==> config.mk <==
export PLATFORM = sky130hd
export DESIGN_NAME = multicycle_cpu
export DESIGN_NICKNAME = d
export VERILOG_FILES = /design/src/hw/rv_pkg.sv /design/src/hw/alu.sv /design/src/hw/extend.sv /design/src/hw/regfile.sv /design/src/hw/datapath_multicycle.sv /design/src/hw/control_fsm.sv /design/src/hw/multicycle_cpu.sv
export VERILOG_INCLUDE_DIRS = /design/src /design/src/hw
export SDC_FILE = /design/constraint.sdc
export NUM_CORES = 2
export LEC_CHECK = 0
export BUFFER_PORTS_ARGS = -buffer_cell sky130_fd_sc_hd__buf_2
export CELL_PAD_IN_SITES_DETAIL_PLACEMENT = 0
export CELL_PAD_IN_SITES_GLOBAL_PLACEMENT = 2
export CORE_MARGIN = 4
export CORE_UTILIZATION = 47
export CTS_BUF_LIST = sky130_fd_sc_hd__clkbuf_4 sky130_fd_sc_hd__clkbuf_8 sky130_fd_sc_hd__clkbuf_16
export DETAILED_ROUTE_END_ITERATION = 6
export PLACE_DENSITY = 0.85
export SYNTH_ARGS = -nofsm -noshare
export SYNTH_HDL_FRONTEND = slang
export SYNTH_SLANG_ARGS = --single-unit
==> constraint.sdc <==
create_clock -name clk -period 7.2 [get_ports clk]
set_input_delay 1.08 -clock clk [delete_from_list [all_inputs] [get_ports clk]]
set_output_delay 1.08 -clock clk [all_outputs]
set_load 0.02 [all_outputs]
==> src/hw/rv_defines.svh <==
`ifndef RV_DEFINES_SVH
`define RV_DEFINES_SVH

// data and address width.
`define XLEN 32

// architectural registers, x0 included.
`define NUM_REGS 32

`define RESET_PC 32'h0000_0000

`endif

==> src/hw/rv_pkg.sv <==
package rv_pkg;

    typedef enum logic [2:0] {
        IMM_I,
        IMM_S,
        IMM_B,
        IMM_J,
        IMM_U
    } imm_src_e;

    typedef enum logic [3:0] {
        ALU_ADD,
        ALU_SUB,
        ALU_AND,
        ALU_OR,
        ALU_XOR,
        ALU_SLT,
        ALU_SLL,
        ALU_SRL,
        ALU_PASS_B
    } alu_op_e;

    typedef enum logic [2:0] {
        ALU_SRC_REG_1,
        ALU_SRC_REG_2,
        ALU_SRC_EXT_IMM,
        ALU_SRC_PC,
        ALU_SRC_PC_OLD,
        ALU_SRC_4
    } alu_src_e;

    typedef enum logic {
        RES_SRC_ALU_OUT,
        RES_SRC_MEM
    } res_src_e;

    typedef enum logic [1:0] {
        RF_WD_SRC_RES,
        RF_WD_SRC_PC,
        RF_WD_SRC_IMM,
        RF_WD_SRC_NONE
    } rf_wd_src_e;

    // opcodes carry a prefix since BRANCH, JAL and LUI are also state names.
    typedef enum logic [6:0] {
        OPC_OP     = 7'b0110011,
        OPC_OP_IMM = 7'b0010011,
        OPC_LUI    = 7'b0110111,
        OPC_LOAD   = 7'b0000011,
        OPC_STORE  = 7'b0100011,
        OPC_BRANCH = 7'b1100011,
        OPC_JAL    = 7'b1101111
    } opcode_e;

    typedef enum logic [3:0] {
        FETCH,
        DECODE,
        MEM_ADDR,
        MEM_READ,
        MEM_WB,
        MEM_WRITE,
        EXEC_R,
        EXEC_I,
        ALU_WB,
        BRANCH,
        JAL,
        LUI
    } fsm_state_e;

endpackage

==> src/hw/alu.sv <==
`timescale 1ns/1ps
`include "rv_defines.svh"

module alu (
    input  logic [`XLEN-1:0] a,
    input  logic [`XLEN-1:0] b,
    input  rv_pkg::alu_op_e  alu_ctrl,
    output logic [`XLEN-1:0] y,
    output logic [3:0]       flags
);
    logic             do_sub;
    logic [`XLEN-1:0] b_eff;
    logic [`XLEN:0]   sum_ext;
    logic [`XLEN-1:0] sum;
    logic             zero;
    logic             negative;
    logic             carry;
    logic             overflow;

    assign do_sub  = (alu_ctrl == rv_pkg::ALU_SUB) || (alu_ctrl == rv_pkg::ALU_SLT);
    assign b_eff   = do_sub ? ~b : b;
    assign sum_ext = {1'b0, a} + {1'b0, b_eff} + {{`XLEN{1'b0}}, do_sub};
    assign sum     = sum_ext[`XLEN-1:0];

    assign zero     = (sum == '0);
    assign negative = sum[`XLEN-1];
    assign carry    = sum_ext[`XLEN];
    assign overflow = (a[`XLEN-1] == b_eff[`XLEN-1]) && (sum[`XLEN-1] != a[`XLEN-1]);

    assign flags = {overflow, carry, negative, zero}; // zero sits in bit 0.

    always_comb begin
        case (alu_ctrl)
            rv_pkg::ALU_ADD:    y = sum;
            rv_pkg::ALU_SUB:    y = sum;
            rv_pkg::ALU_AND:    y = a & b;
            rv_pkg::ALU_OR:     y = a | b;
            rv_pkg::ALU_XOR:    y = a ^ b;
            rv_pkg::ALU_SLT:    y = {{(`XLEN-1){1'b0}}, negative ^ overflow}; // signed less-than.
            rv_pkg::ALU_SLL:    y = a << b[4:0];
            rv_pkg::ALU_SRL:    y = a >> b[4:0];
            rv_pkg::ALU_PASS_B: y = b;
            default:            y = '0;
        endcase
    end

endmodule

==> src/hw/extend.sv <==
`timescale 1ns/1ps
`include "rv_defines.svh"

module extend (
    input  logic [`XLEN-1:0] instr,
    input  rv_pkg::imm_src_e imm_src,
    output logic [`XLEN-1:0] imm
);
    always_comb begin
        case (imm_src)
            rv_pkg::IMM_I:
                imm = {{20{instr[31]}}, instr[31:20]};
            rv_pkg::IMM_S:
                imm = {{20{instr[31]}}, instr[31:25], instr[11:7]};
            rv_pkg::IMM_B:
                imm = {{19{instr[31]}}, instr[31], instr[7], instr[30:25], instr[11:8], 1'b0};
            rv_pkg::IMM_J:
                imm = {{11{instr[31]}}, instr[31], instr[19:12], instr[20], instr[30:21], 1'b0};
            rv_pkg::IMM_U:
                imm = {instr[31:12], 12'b0}; // upper immediate, low bits zero.
            default:
                imm = '0;
        endcase
    end

endmodule

==> src/hw/regfile.sv <==
`timescale 1ns/1ps
`include "rv_defines.svh"

module regfile (
    input  logic             clk,
    input  logic [4:0]       a1,
    input  logic [4:0]       a2,
    input  logic [4:0]       a3,
    input  logic [`XLEN-1:0] wd3,
    input  logic             we3,
    output logic [`XLEN-1:0] rd1,
    output logic [`XLEN-1:0] rd2
);
    logic [`XLEN-1:0] regs [`NUM_REGS];

    always_ff @(posedge clk) begin
        if (we3 && (a3 != 5'd0)) begin // x0 is never written.
            regs[a3] <= wd3;
        end
    end

    assign rd1 = (a1 == 5'd0) ? '0 : regs[a1];
    assign rd2 = (a2 == 5'd0) ? '0 : regs[a2];

endmodule

==> src/hw/datapath_multicycle.sv <==
`timescale 1ns/1ps
`include "rv_defines.svh"

module datapath_multicycle (
    input  logic                 clk,
    input  logic                 rst_n,
    input  logic [`XLEN-1:0]     m_rd,
    input  logic                 rf_we,
    input  rv_pkg::imm_src_e     imm_src,
    input  rv_pkg::alu_op_e      alu_ctrl,
    input  rv_pkg::alu_src_e     alu_src_a,
    input  rv_pkg::alu_src_e     alu_src_b,
    input  rv_pkg::res_src_e     res_src,
    input  logic                 addr_src,
    input  logic                 en_ir,
    input  logic                 en_npc_r,
    input  logic                 en_oldpc_r,
    input  rv_pkg::rf_wd_src_e   rf_wd_src,
    output logic [`XLEN-1:0]     m_addr,
    output logic [3:0]           alu_flags,
    output logic [`XLEN-1:0]     m_wd,
    output logic [`XLEN-1:0]     instr,
    output logic [`XLEN-1:0]     pc
);
    logic [`XLEN-1:0] result;
    logic [`XLEN-1:0] pc_next;
    logic [`XLEN-1:0] pc_old;
    logic [`XLEN-1:0] m_rd_r;
    logic [`XLEN-1:0] reg_rd1;
    logic [`XLEN-1:0] reg_rd2;
    logic [`XLEN-1:0] reg_wd3;
    logic [`XLEN-1:0] rd1;
    logic [`XLEN-1:0] rd2;
    logic [`XLEN-1:0] ext_imm;
    logic [`XLEN-1:0] alu_op_a;
    logic [`XLEN-1:0] alu_op_b;
    logic [`XLEN-1:0] alu_out;
    logic [`XLEN-1:0] alu_out_r;

    always_comb begin
        case (res_src)
            rv_pkg::RES_SRC_ALU_OUT: result = alu_out_r;
            rv_pkg::RES_SRC_MEM:     result = m_rd_r;
            default:                 result = '1;
        endcase
    end

    // fetch takes pc + 4 straight from the alu, later loads come through result.
    assign pc_next = en_ir ? alu_out : result;

    always_ff @(posedge clk) begin
        if (!rst_n) begin
            pc <= `RESET_PC;
        end else if (en_npc_r) begin
            pc <= pc_next;
        end
    end

    always_ff @(posedge clk) begin
        if (en_oldpc_r) begin
            pc_old <= pc; // address of the instruction being executed.
        end
        if (en_ir) begin
            instr <= m_rd;
        end
    end

    assign m_addr = addr_src ? result : pc;

    always_comb begin
        case (rf_wd_src)
            rv_pkg::RF_WD_SRC_RES:  reg_wd3 = result;
            rv_pkg::RF_WD_SRC_PC:   reg_wd3 = pc;
            rv_pkg::RF_WD_SRC_IMM:  reg_wd3 = ext_imm;
            rv_pkg::RF_WD_SRC_NONE: reg_wd3 = '1;
            default:                reg_wd3 = '1;
        endcase
    end

    regfile u_regfile (
        .clk (clk),
        .a1  (instr[19:15]),
        .a2  (instr[24:20]),
        .a3  (instr[11:7]),
        .wd3 (reg_wd3),
        .we3 (rf_we),
        .rd1 (reg_rd1),
        .rd2 (reg_rd2)
    );

    always_ff @(posedge clk) begin
        m_rd_r    <= m_rd;
        rd1       <= reg_rd1;
        rd2       <= reg_rd2;
        alu_out_r <= alu_out;
    end

    assign m_wd = rd2;

    extend u_extend (
        .instr   (instr),
        .imm_src (imm_src),
        .imm     (ext_imm)
    );

    always_comb begin
        case (alu_src_a)
            rv_pkg::ALU_SRC_REG_1:   alu_op_a = rd1;
            rv_pkg::ALU_SRC_REG_2:   alu_op_a = rd2;
            rv_pkg::ALU_SRC_EXT_IMM: alu_op_a = ext_imm;
            rv_pkg::ALU_SRC_PC:      alu_op_a = pc;
            rv_pkg::ALU_SRC_PC_OLD:  alu_op_a = pc_old;
            rv_pkg::ALU_SRC_4:       alu_op_a = `XLEN'd4;
            default:                 alu_op_a = '0;
        endcase
    end

    always_comb begin
        case (alu_src_b)
            rv_pkg::ALU_SRC_REG_1:   alu_op_b = rd1;
            rv_pkg::ALU_SRC_REG_2:   alu_op_b = rd2;
            rv_pkg::ALU_SRC_EXT_IMM: alu_op_b = ext_imm;
            rv_pkg::ALU_SRC_PC:      alu_op_b = pc;
            rv_pkg::ALU_SRC_PC_OLD:  alu_op_b = pc_old;
            rv_pkg::ALU_SRC_4:       alu_op_b = `XLEN'd4;
            default:                 alu_op_b = '1;
        endcase
    end

    alu u_alu (
        .a        (alu_op_a),
        .b        (alu_op_b),
        .alu_ctrl (alu_ctrl),
        .y        (alu_out),
        .flags    (alu_flags)
    );

endmodule

==> src/hw/control_fsm.sv <==
`timescale 1ns/1ps
`include "rv_defines.svh"

module control_fsm (
    input  logic                 clk,
    input  logic                 rst_n,
    input  logic [`XLEN-1:0]     instr,
    input  logic [3:0]           alu_flags,
    output logic                 rf_we,
    output rv_pkg::imm_src_e     imm_src,
    output rv_pkg::alu_op_e      alu_ctrl,
    output rv_pkg::alu_src_e     alu_src_a,
    output rv_pkg::alu_src_e     alu_src_b,
    output rv_pkg::res_src_e     res_src,
    output logic                 addr_src,
    output logic                 en_ir,
    output logic                 en_npc_r,
    output logic                 en_oldpc_r,
    output rv_pkg::rf_wd_src_e   rf_wd_src,
    output logic                 mem_we
);
    rv_pkg::fsm_state_e state;
    rv_pkg::fsm_state_e state_next;
    rv_pkg::opcode_e    opcode;
    logic [2:0]         funct3;
    logic [6:0]         funct7;
    logic               started;

    assign opcode = rv_pkg::opcode_e'(instr[6:0]);
    assign funct3 = instr[14:12];
    assign funct7 = instr[31:25];

    function automatic rv_pkg::alu_op_e decode_alu(input logic [2:0] f3, input logic sub);
        rv_pkg::alu_op_e op;
        case (f3)
            3'b000:  op = sub ? rv_pkg::ALU_SUB : rv_pkg::ALU_ADD;
            3'b001:  op = rv_pkg::ALU_SLL;
            3'b010:  op = rv_pkg::ALU_SLT;
            3'b100:  op = rv_pkg::ALU_XOR;
            3'b101:  op = rv_pkg::ALU_SRL;
            3'b110:  op = rv_pkg::ALU_OR;
            3'b111:  op = rv_pkg::ALU_AND;
            default: op = rv_pkg::ALU_ADD;
        endcase
        return op;
    endfunction

    // holds the first fetch back by one cycle after reset is released.
    always_ff @(posedge clk) begin
        if (!rst_n) begin
            state   <= rv_pkg::FETCH;
            started <= 1'b0;
        end else begin
            started <= 1'b1;
            if (started) begin
                state <= state_next;
            end
        end
    end

    always_comb begin
        case (state)
            rv_pkg::FETCH:  state_next = rv_pkg::DECODE;
            rv_pkg::DECODE: begin
                case (opcode)
                    rv_pkg::OPC_OP:     state_next = rv_pkg::EXEC_R;
                    rv_pkg::OPC_OP_IMM: state_next = rv_pkg::EXEC_I;
                    rv_pkg::OPC_LUI:    state_next = rv_pkg::LUI;
                    rv_pkg::OPC_LOAD:   state_next = rv_pkg::MEM_ADDR;
                    rv_pkg::OPC_STORE:  state_next = rv_pkg::MEM_ADDR;
                    rv_pkg::OPC_BRANCH: state_next = rv_pkg::BRANCH;
                    rv_pkg::OPC_JAL:    state_next = rv_pkg::JAL;
                    default:            state_next = rv_pkg::FETCH; // unknown opcode is a no-op.
                endcase
            end
            rv_pkg::MEM_ADDR: begin
                state_next = (opcode == rv_pkg::OPC_LOAD) ? rv_pkg::MEM_READ : rv_pkg::MEM_WRITE;
            end
            rv_pkg::MEM_READ: state_next = rv_pkg::MEM_WB;
            rv_pkg::EXEC_R:   state_next = rv_pkg::ALU_WB;
            rv_pkg::EXEC_I:   state_next = rv_pkg::ALU_WB;
            rv_pkg::JAL:      state_next = rv_pkg::ALU_WB; // link value is written back next.
            default:          state_next = rv_pkg::FETCH;
        endcase
    end

    always_comb begin
        rf_we      = 1'b0;
        imm_src    = rv_pkg::IMM_I;
        alu_ctrl   = rv_pkg::ALU_ADD;
        alu_src_a  = rv_pkg::ALU_SRC_REG_1;
        alu_src_b  = rv_pkg::ALU_SRC_REG_2;
        res_src    = rv_pkg::RES_SRC_ALU_OUT;
        addr_src   = 1'b0;
        en_ir      = 1'b0;
        en_npc_r   = 1'b0;
        en_oldpc_r = 1'b0;
        rf_wd_src  = rv_pkg::RF_WD_SRC_RES;
        mem_we     = 1'b0;

        case (state)
            rv_pkg::FETCH: begin
                en_ir      = 1'b1;
                en_npc_r   = 1'b1;
                en_oldpc_r = 1'b1;
                alu_src_a  = rv_pkg::ALU_SRC_PC;
                alu_src_b  = rv_pkg::ALU_SRC_4;
            end
            rv_pkg::DECODE: begin
                // branch or jump target, computed ahead of time.
                imm_src   = (opcode == rv_pkg::OPC_JAL) ? rv_pkg::IMM_J : rv_pkg::IMM_B;
                alu_src_a = rv_pkg::ALU_SRC_PC_OLD;
                alu_src_b = rv_pkg::ALU_SRC_EXT_IMM;
            end
            rv_pkg::MEM_ADDR: begin
                imm_src   = (opcode == rv_pkg::OPC_STORE) ? rv_pkg::IMM_S : rv_pkg::IMM_I;
                alu_src_b = rv_pkg::ALU_SRC_EXT_IMM;
            end
            rv_pkg::MEM_READ: begin
                addr_src = 1'b1;
            end
            rv_pkg::MEM_WB: begin
                rf_we   = 1'b1;
                res_src = rv_pkg::RES_SRC_MEM;
            end
            rv_pkg::MEM_WRITE: begin
                addr_src = 1'b1;
                mem_we   = 1'b1;
            end
            rv_pkg::EXEC_R: begin
                alu_ctrl = decode_alu(funct3, funct7[5]);
            end
            rv_pkg::EXEC_I: begin
                alu_ctrl  = decode_alu(funct3, 1'b0);
                alu_src_b = rv_pkg::ALU_SRC_EXT_IMM;
            end
            rv_pkg::ALU_WB: begin
                rf_we = 1'b1;
            end
            rv_pkg::BRANCH: begin
                alu_ctrl = rv_pkg::ALU_SUB;
                en_npc_r = alu_flags[0] ^ funct3[0]; // beq on zero, bne on not zero.
            end
            rv_pkg::JAL: begin
                en_npc_r  = 1'b1;
                alu_ctrl  = rv_pkg::ALU_PASS_B;
                alu_src_b = rv_pkg::ALU_SRC_PC;
            end
            rv_pkg::LUI: begin
                rf_we     = 1'b1;
                imm_src   = rv_pkg::IMM_U;
                rf_wd_src = rv_pkg::RF_WD_SRC_IMM;
            end
            default: begin
                rf_we = 1'b0;
            end
        endcase

        if (!started) begin
            en_ir      = 1'b0;
            en_npc_r   = 1'b0;
            en_oldpc_r = 1'b0;
        end
    end

endmodule

==> src/hw/multicycle_cpu.sv <==
`timescale 1ns/1ps
`include "rv_defines.svh"

module multicycle_cpu (
    input  logic             clk,
    input  logic             rst_n,
    input  logic [`XLEN-1:0] m_rd,
    output logic [`XLEN-1:0] m_addr,
    output logic [`XLEN-1:0] m_wd,
    output logic             mem_we,
    output logic [`XLEN-1:0] pc,
    output logic [`XLEN-1:0] instr
);
    logic               rf_we;
    rv_pkg::imm_src_e   imm_src;
    rv_pkg::alu_op_e    alu_ctrl;
    rv_pkg::alu_src_e   alu_src_a;
    rv_pkg::alu_src_e   alu_src_b;
    rv_pkg::res_src_e   res_src;
    logic               addr_src;
    logic               en_ir;
    logic               en_npc_r;
    logic               en_oldpc_r;
    rv_pkg::rf_wd_src_e rf_wd_src;
    logic [3:0]         alu_flags;

    control_fsm u_control_fsm (
        .clk        (clk),
        .rst_n      (rst_n),
        .instr      (instr),
        .alu_flags  (alu_flags),
        .rf_we      (rf_we),
        .imm_src    (imm_src),
        .alu_ctrl   (alu_ctrl),
        .alu_src_a  (alu_src_a),
        .alu_src_b  (alu_src_b),
        .res_src    (res_src),
        .addr_src   (addr_src),
        .en_ir      (en_ir),
        .en_npc_r   (en_npc_r),
        .en_oldpc_r (en_oldpc_r),
        .rf_wd_src  (rf_wd_src),
        .mem_we     (mem_we)
    );

    datapath_multicycle u_datapath (
        .clk        (clk),
        .rst_n      (rst_n),
        .m_rd       (m_rd),
        .rf_we      (rf_we),
        .imm_src    (imm_src),
        .alu_ctrl   (alu_ctrl),
        .alu_src_a  (alu_src_a),
        .alu_src_b  (alu_src_b),
        .res_src    (res_src),
        .addr_src   (addr_src),
        .en_ir      (en_ir),
        .en_npc_r   (en_npc_r),
        .en_oldpc_r (en_oldpc_r),
        .rf_wd_src  (rf_wd_src),
        .m_addr     (m_addr),
        .alu_flags  (alu_flags),
        .m_wd       (m_wd),
        .instr      (instr),
        .pc         (pc)
    );

endmodule

==> impl_results.md <==
- Fin nets: ~4.5k
- Syn Std Cell Area: 0.0639 mm^2
- Slew HR: 6.30%
- Number of remaining DRC errors: 0
- Nature of the critical path startpoint: register
- Placed cell count: just over 6k
- Hold Vio Cnt, Final: 0
- CTS Sinks: approximately 1.3k
- Share of cells above drive strength 1: 28.2%
- Number of global-route vias before repair: 42.3k
- Placer Congestion: about 1.0
- WP data arrival: about 7.4 ns
- CTS tree: done
- Initial antenna violation count: 8
- RSZ-0062 raised after global routing: false
- Final instance area: roughly 0.07 mm^2
- Crit share post-route: a little over 90%
- First DRT Iteration DRCs: approximately 6k
- H-tree depth: 4
- Port Buffers: 162
- Number of vias per cell: roughly 6.9
- Vias: around 43k
- Int Pwr: between 10 and 15 mW
- Core Area: around 0.13 mm^2
- #FFs+latches synth: about 1.3k
- R2R Path End: u_datapath.pc[0]
- Clk Latency, worst-skew pair: roughly 0.79 ns
- Gr usage total: between 30% and 40%
- Worst Hold End: u_datapath.m_rd_r[27]
- Die area: ~0.14 mm^2
- Power Total: around 19 mW
- Sequential element share of the synthesized area: a little under three fifths
- Clock Pin Slew Worst Setup and Hold Paths: approximately 0.060 ns
- Post-detail-place hpwl: about 150 mm
- Worst VDD drop: roughly 160 uV
- Largest net degree at the start of global routing: approximately 120
- Setup WS pre-CTS: 0.732 ns
- Ports: around 160
- Worst r2r src: u_control_fsm.state[1]
- Setup Skew: 0.0353 ns
- Hold Crit Start: m_rd[27]
- Slew Limit Fails: 0
- Synth unique cells: about 100
- FP Rows: 134
- P per Cell Area: about 260 mW/mm^2
- Psw: around 5.3 mW
- Flop pwr share: 46.2%
- Status: finished clean
- WHS: roughly 0.42 ns
- Combinational power share: around 17%
- # setup viols final: 0
- Worst Setup End Kind: register
- Syn Area/Cell: roughly 15 um^2
- Mapped Cells: about 4.2k
- Worst setup margin: approximately 0.47 ns
- Final WL: roughly 230 mm
- YS warnings: 0
- Lkg Pwr: 25.0 nW
- Fin util: a little over half
- Area Overhead vs Synth: 12.8%
- Top_reg_cell synth: edfxtp_1
- CP Max Fanout: 32
- Drt pass-1 iters: 6
- Max Cap Violations: 0
- Worst endpoint required time: 7.90 ns
- Fillers: between 10k and 15k
- Setup Buffers After CTS: 0
- Final Critical Period: around 6.7 ns
- Routed length per instance: between 30 and 40 um
- DP Area: 0.0676 mm^2
- Fmax: between 100 and 150 MHz
- # hold bufs at CTS: 0
- CTS Buf Count: roughly 140
- Asr flop ratio synth: 0%
- Clock buffer depth: 3
- ANT nets after route: 0
- Die span in x: 377 um
- Number of flops mapped to enable cells by yosys: 1088
- Fin Setup TNS: 0 ns
- WHS Path Cells: 1
- Non-filler instance count after layout: about 6.3k
- Worst-case register-to-register setup slack: approximately 0.47 ns
- Starting Density: a little under half
- Reg2Reg Depth: 19
- Post-CTS Resized: 0
- Worst min path class: input pin to register
- Clk root buf: clkbuf_16
- First-pass GRT wire length: approximately 320 mm
- Grt total ovfl: 0
- Crit Path Category: register to register
- Die Span Y: 377 um
- Clock power share: 36.8%
- Worst slew pin tran: 1.40 ns
- Net Sw Frac: 28.3%
## flip-flops by register name, summed over array words and instances, names as in the netlist
register / flops
u_datapath.rd1: 32
u_datapath.alu_out_r: 32
u_datapath.pc: 32
u_datapath.pc_old: 32
u_datapath.m_wd: 32
u_control_fsm.started: 1
u_datapath.m_rd_r: 32
u_datapath.u_regfile.regs: 1024
u_datapath.instr: 32
u_control_fsm.state: 4
## final cells by class
cell class              instances  area (um^2)  share of cell area (%)
repair buffers                337         2220                    3.09
inverters                      83          315                   0.438
flip-flops and latches       1253        36000                    50.0
diodes                          3         7.51                  0.0104
clock buffers                 174         3750                    5.21
multi-input cells            2596        26900                    37.3
well taps                    1768         2210                    3.07
clock inverters                69          657                   0.912
## worst max-delay path, cell delays in order (launching register included)
cell,delay (ns)
dfxtp_1,0.72
nor3b_2,0.43
a21oi_1,0.17
nor3_2,1.09
a21oi_1,0.17
a21boi_0,0.24
a21oi_1,0.21
ha_1,0.30
a21oi_1,0.12
o21ai_0,0.54
o21ai_0,0.35
nor4_1,0.47
nand3_1,0.13
nor4b_1,0.32
nand4_1,0.14
and4bb_1,0.29
a31oi_1,0.12
a221oi_4,0.26
buf_12,0.31
mux2i_1,0.23
## Yosys cell counts (9+ instances only)
cell type | n | area, um^2
xnor2_1 | 40 | 350
ha_1 | 95 | 1190
inv_1 | 77 | 289
o21ai_0 | 137 | 686
o21ai_1 | 11 | 55.1
a211oi_1 | 29 | 218
nor3_1 | 40 | 200
o221ai_1 | 37 | 324
mux2_2 | 55 | 619
mux4_2 | 549 | 12400
and2_1 | 9 | 56.3
buf_2 | 37 | 185
nand4_1 | 16 | 100
mux2i_1 | 319 | 3190
a211o_1 | 18 | 158
a21o_1 | 40 | 300
nand2b_1 | 12 | 75.1
edfxtp_1 | 1088 | 32700
a222oi_1 | 24 | 240
o22ai_1 | 45 | 282
xor2_1 | 14 | 123
or3_1 | 9 | 56.3
a31oi_1 | 15 | 93.8
a22oi_1 | 26 | 195
o211ai_1 | 59 | 443
nand3_1 | 35 | 175
a21boi_0 | 10 | 75.1
a221oi_1 | 30 | 263
dfxtp_1 | 165 | 3300
buf_1 | 66 | 248
a22o_1 | 12 | 105
a221o_1 | 10 | 100
nor2b_1 | 13 | 81.3
clkbuf_1 | 206 | 773
nor2_1 | 271 | 1020
a21oi_1 | 159 | 796
nand2_1 | 288 | 1080
## how the worst max path moves through the flow
stage	from	endpoint	slack, ns	cells past startpoint
final	u_control_fsm.state[1]	u_datapath.pc[0]	0.47	19
after CTS	u_control_fsm.state[1]	u_datapath.pc[5]	0.66	19
after detailed placement	u_control_fsm.state[1]	u_datapath.pc[16]	0.73	19
after global routing	u_control_fsm.state[1]	u_datapath.pc[5]	0.19	19
after floorplan	u_datapath.instr[6]	u_datapath.pc[11]	1.27	24
after global placement	u_control_fsm.state[1]	u_datapath.pc[6]	0.69	19
## kinds of logic after synthesis
| logic type | count (synthesis) | share of synthesized area, % |
|---|---|---|
| AOI/OAI and AO/OA | 735 | 7.84 |
| xor gates and xnor gates | 54 | 0.741 |
| adders and majority gates | 96 | 1.89 |
| buffers and inverters | 399 | 2.49 |
| DFF | 1253 | 56.3 |
| muxes | 926 | 25.4 |
| other | 1 | 0.00587 |
| and+or+nand+nor | 753 | 5.29 |
## layout by cell type (no fill, tap or decap), types with 14 or more instances in the layout
cell type,n
mux2i_1,319
a21o_1,40
a211oi_1,29
a21oi_2,16
clkinv_2,22
dfxtp_1,164
a31oi_1,14
mux2_2,55
inv_1,76
mux4_2,549
o22ai_1,44
ha_1,95
a21oi_1,139
xnor2_1,40
o221ai_1,37
clkinv_1,22
a222oi_1,24
o211ai_1,59
o21ai_0,137
nor2_1,235
buf_4,167
nand2_1,287
edfxtp_1,1088
clkbuf_16,138
nand3_1,34
clkbuf_4,32
a22oi_1,26
a211o_1,18
conb_1,32
nor3_1,35
buf_2,162
nor2_4,28
nand4_1,16
xor2_1,14
a221oi_1,30
## power groups by stage
stage               clock, mW  combinational [mW]  sequential [mW]
global placement            0                3.11             8.83
floorplan                   0                1.79             8.77
finish                   6.93                3.21             8.69
global route             7.34                3.35             8.70
CTS                      7.02                3.14             8.68
detailed placement          0                3.13             8.83
## per-layer routing
metal | track usage (%) | wire length [um]
met1 | 42.9 | 86600
met2 | 51.5 | 110000
met3 | 7.21 | 23700
met4 | 16.5 | 13600
met5 | 0 | 27
(Power assumes the default switching activity.)
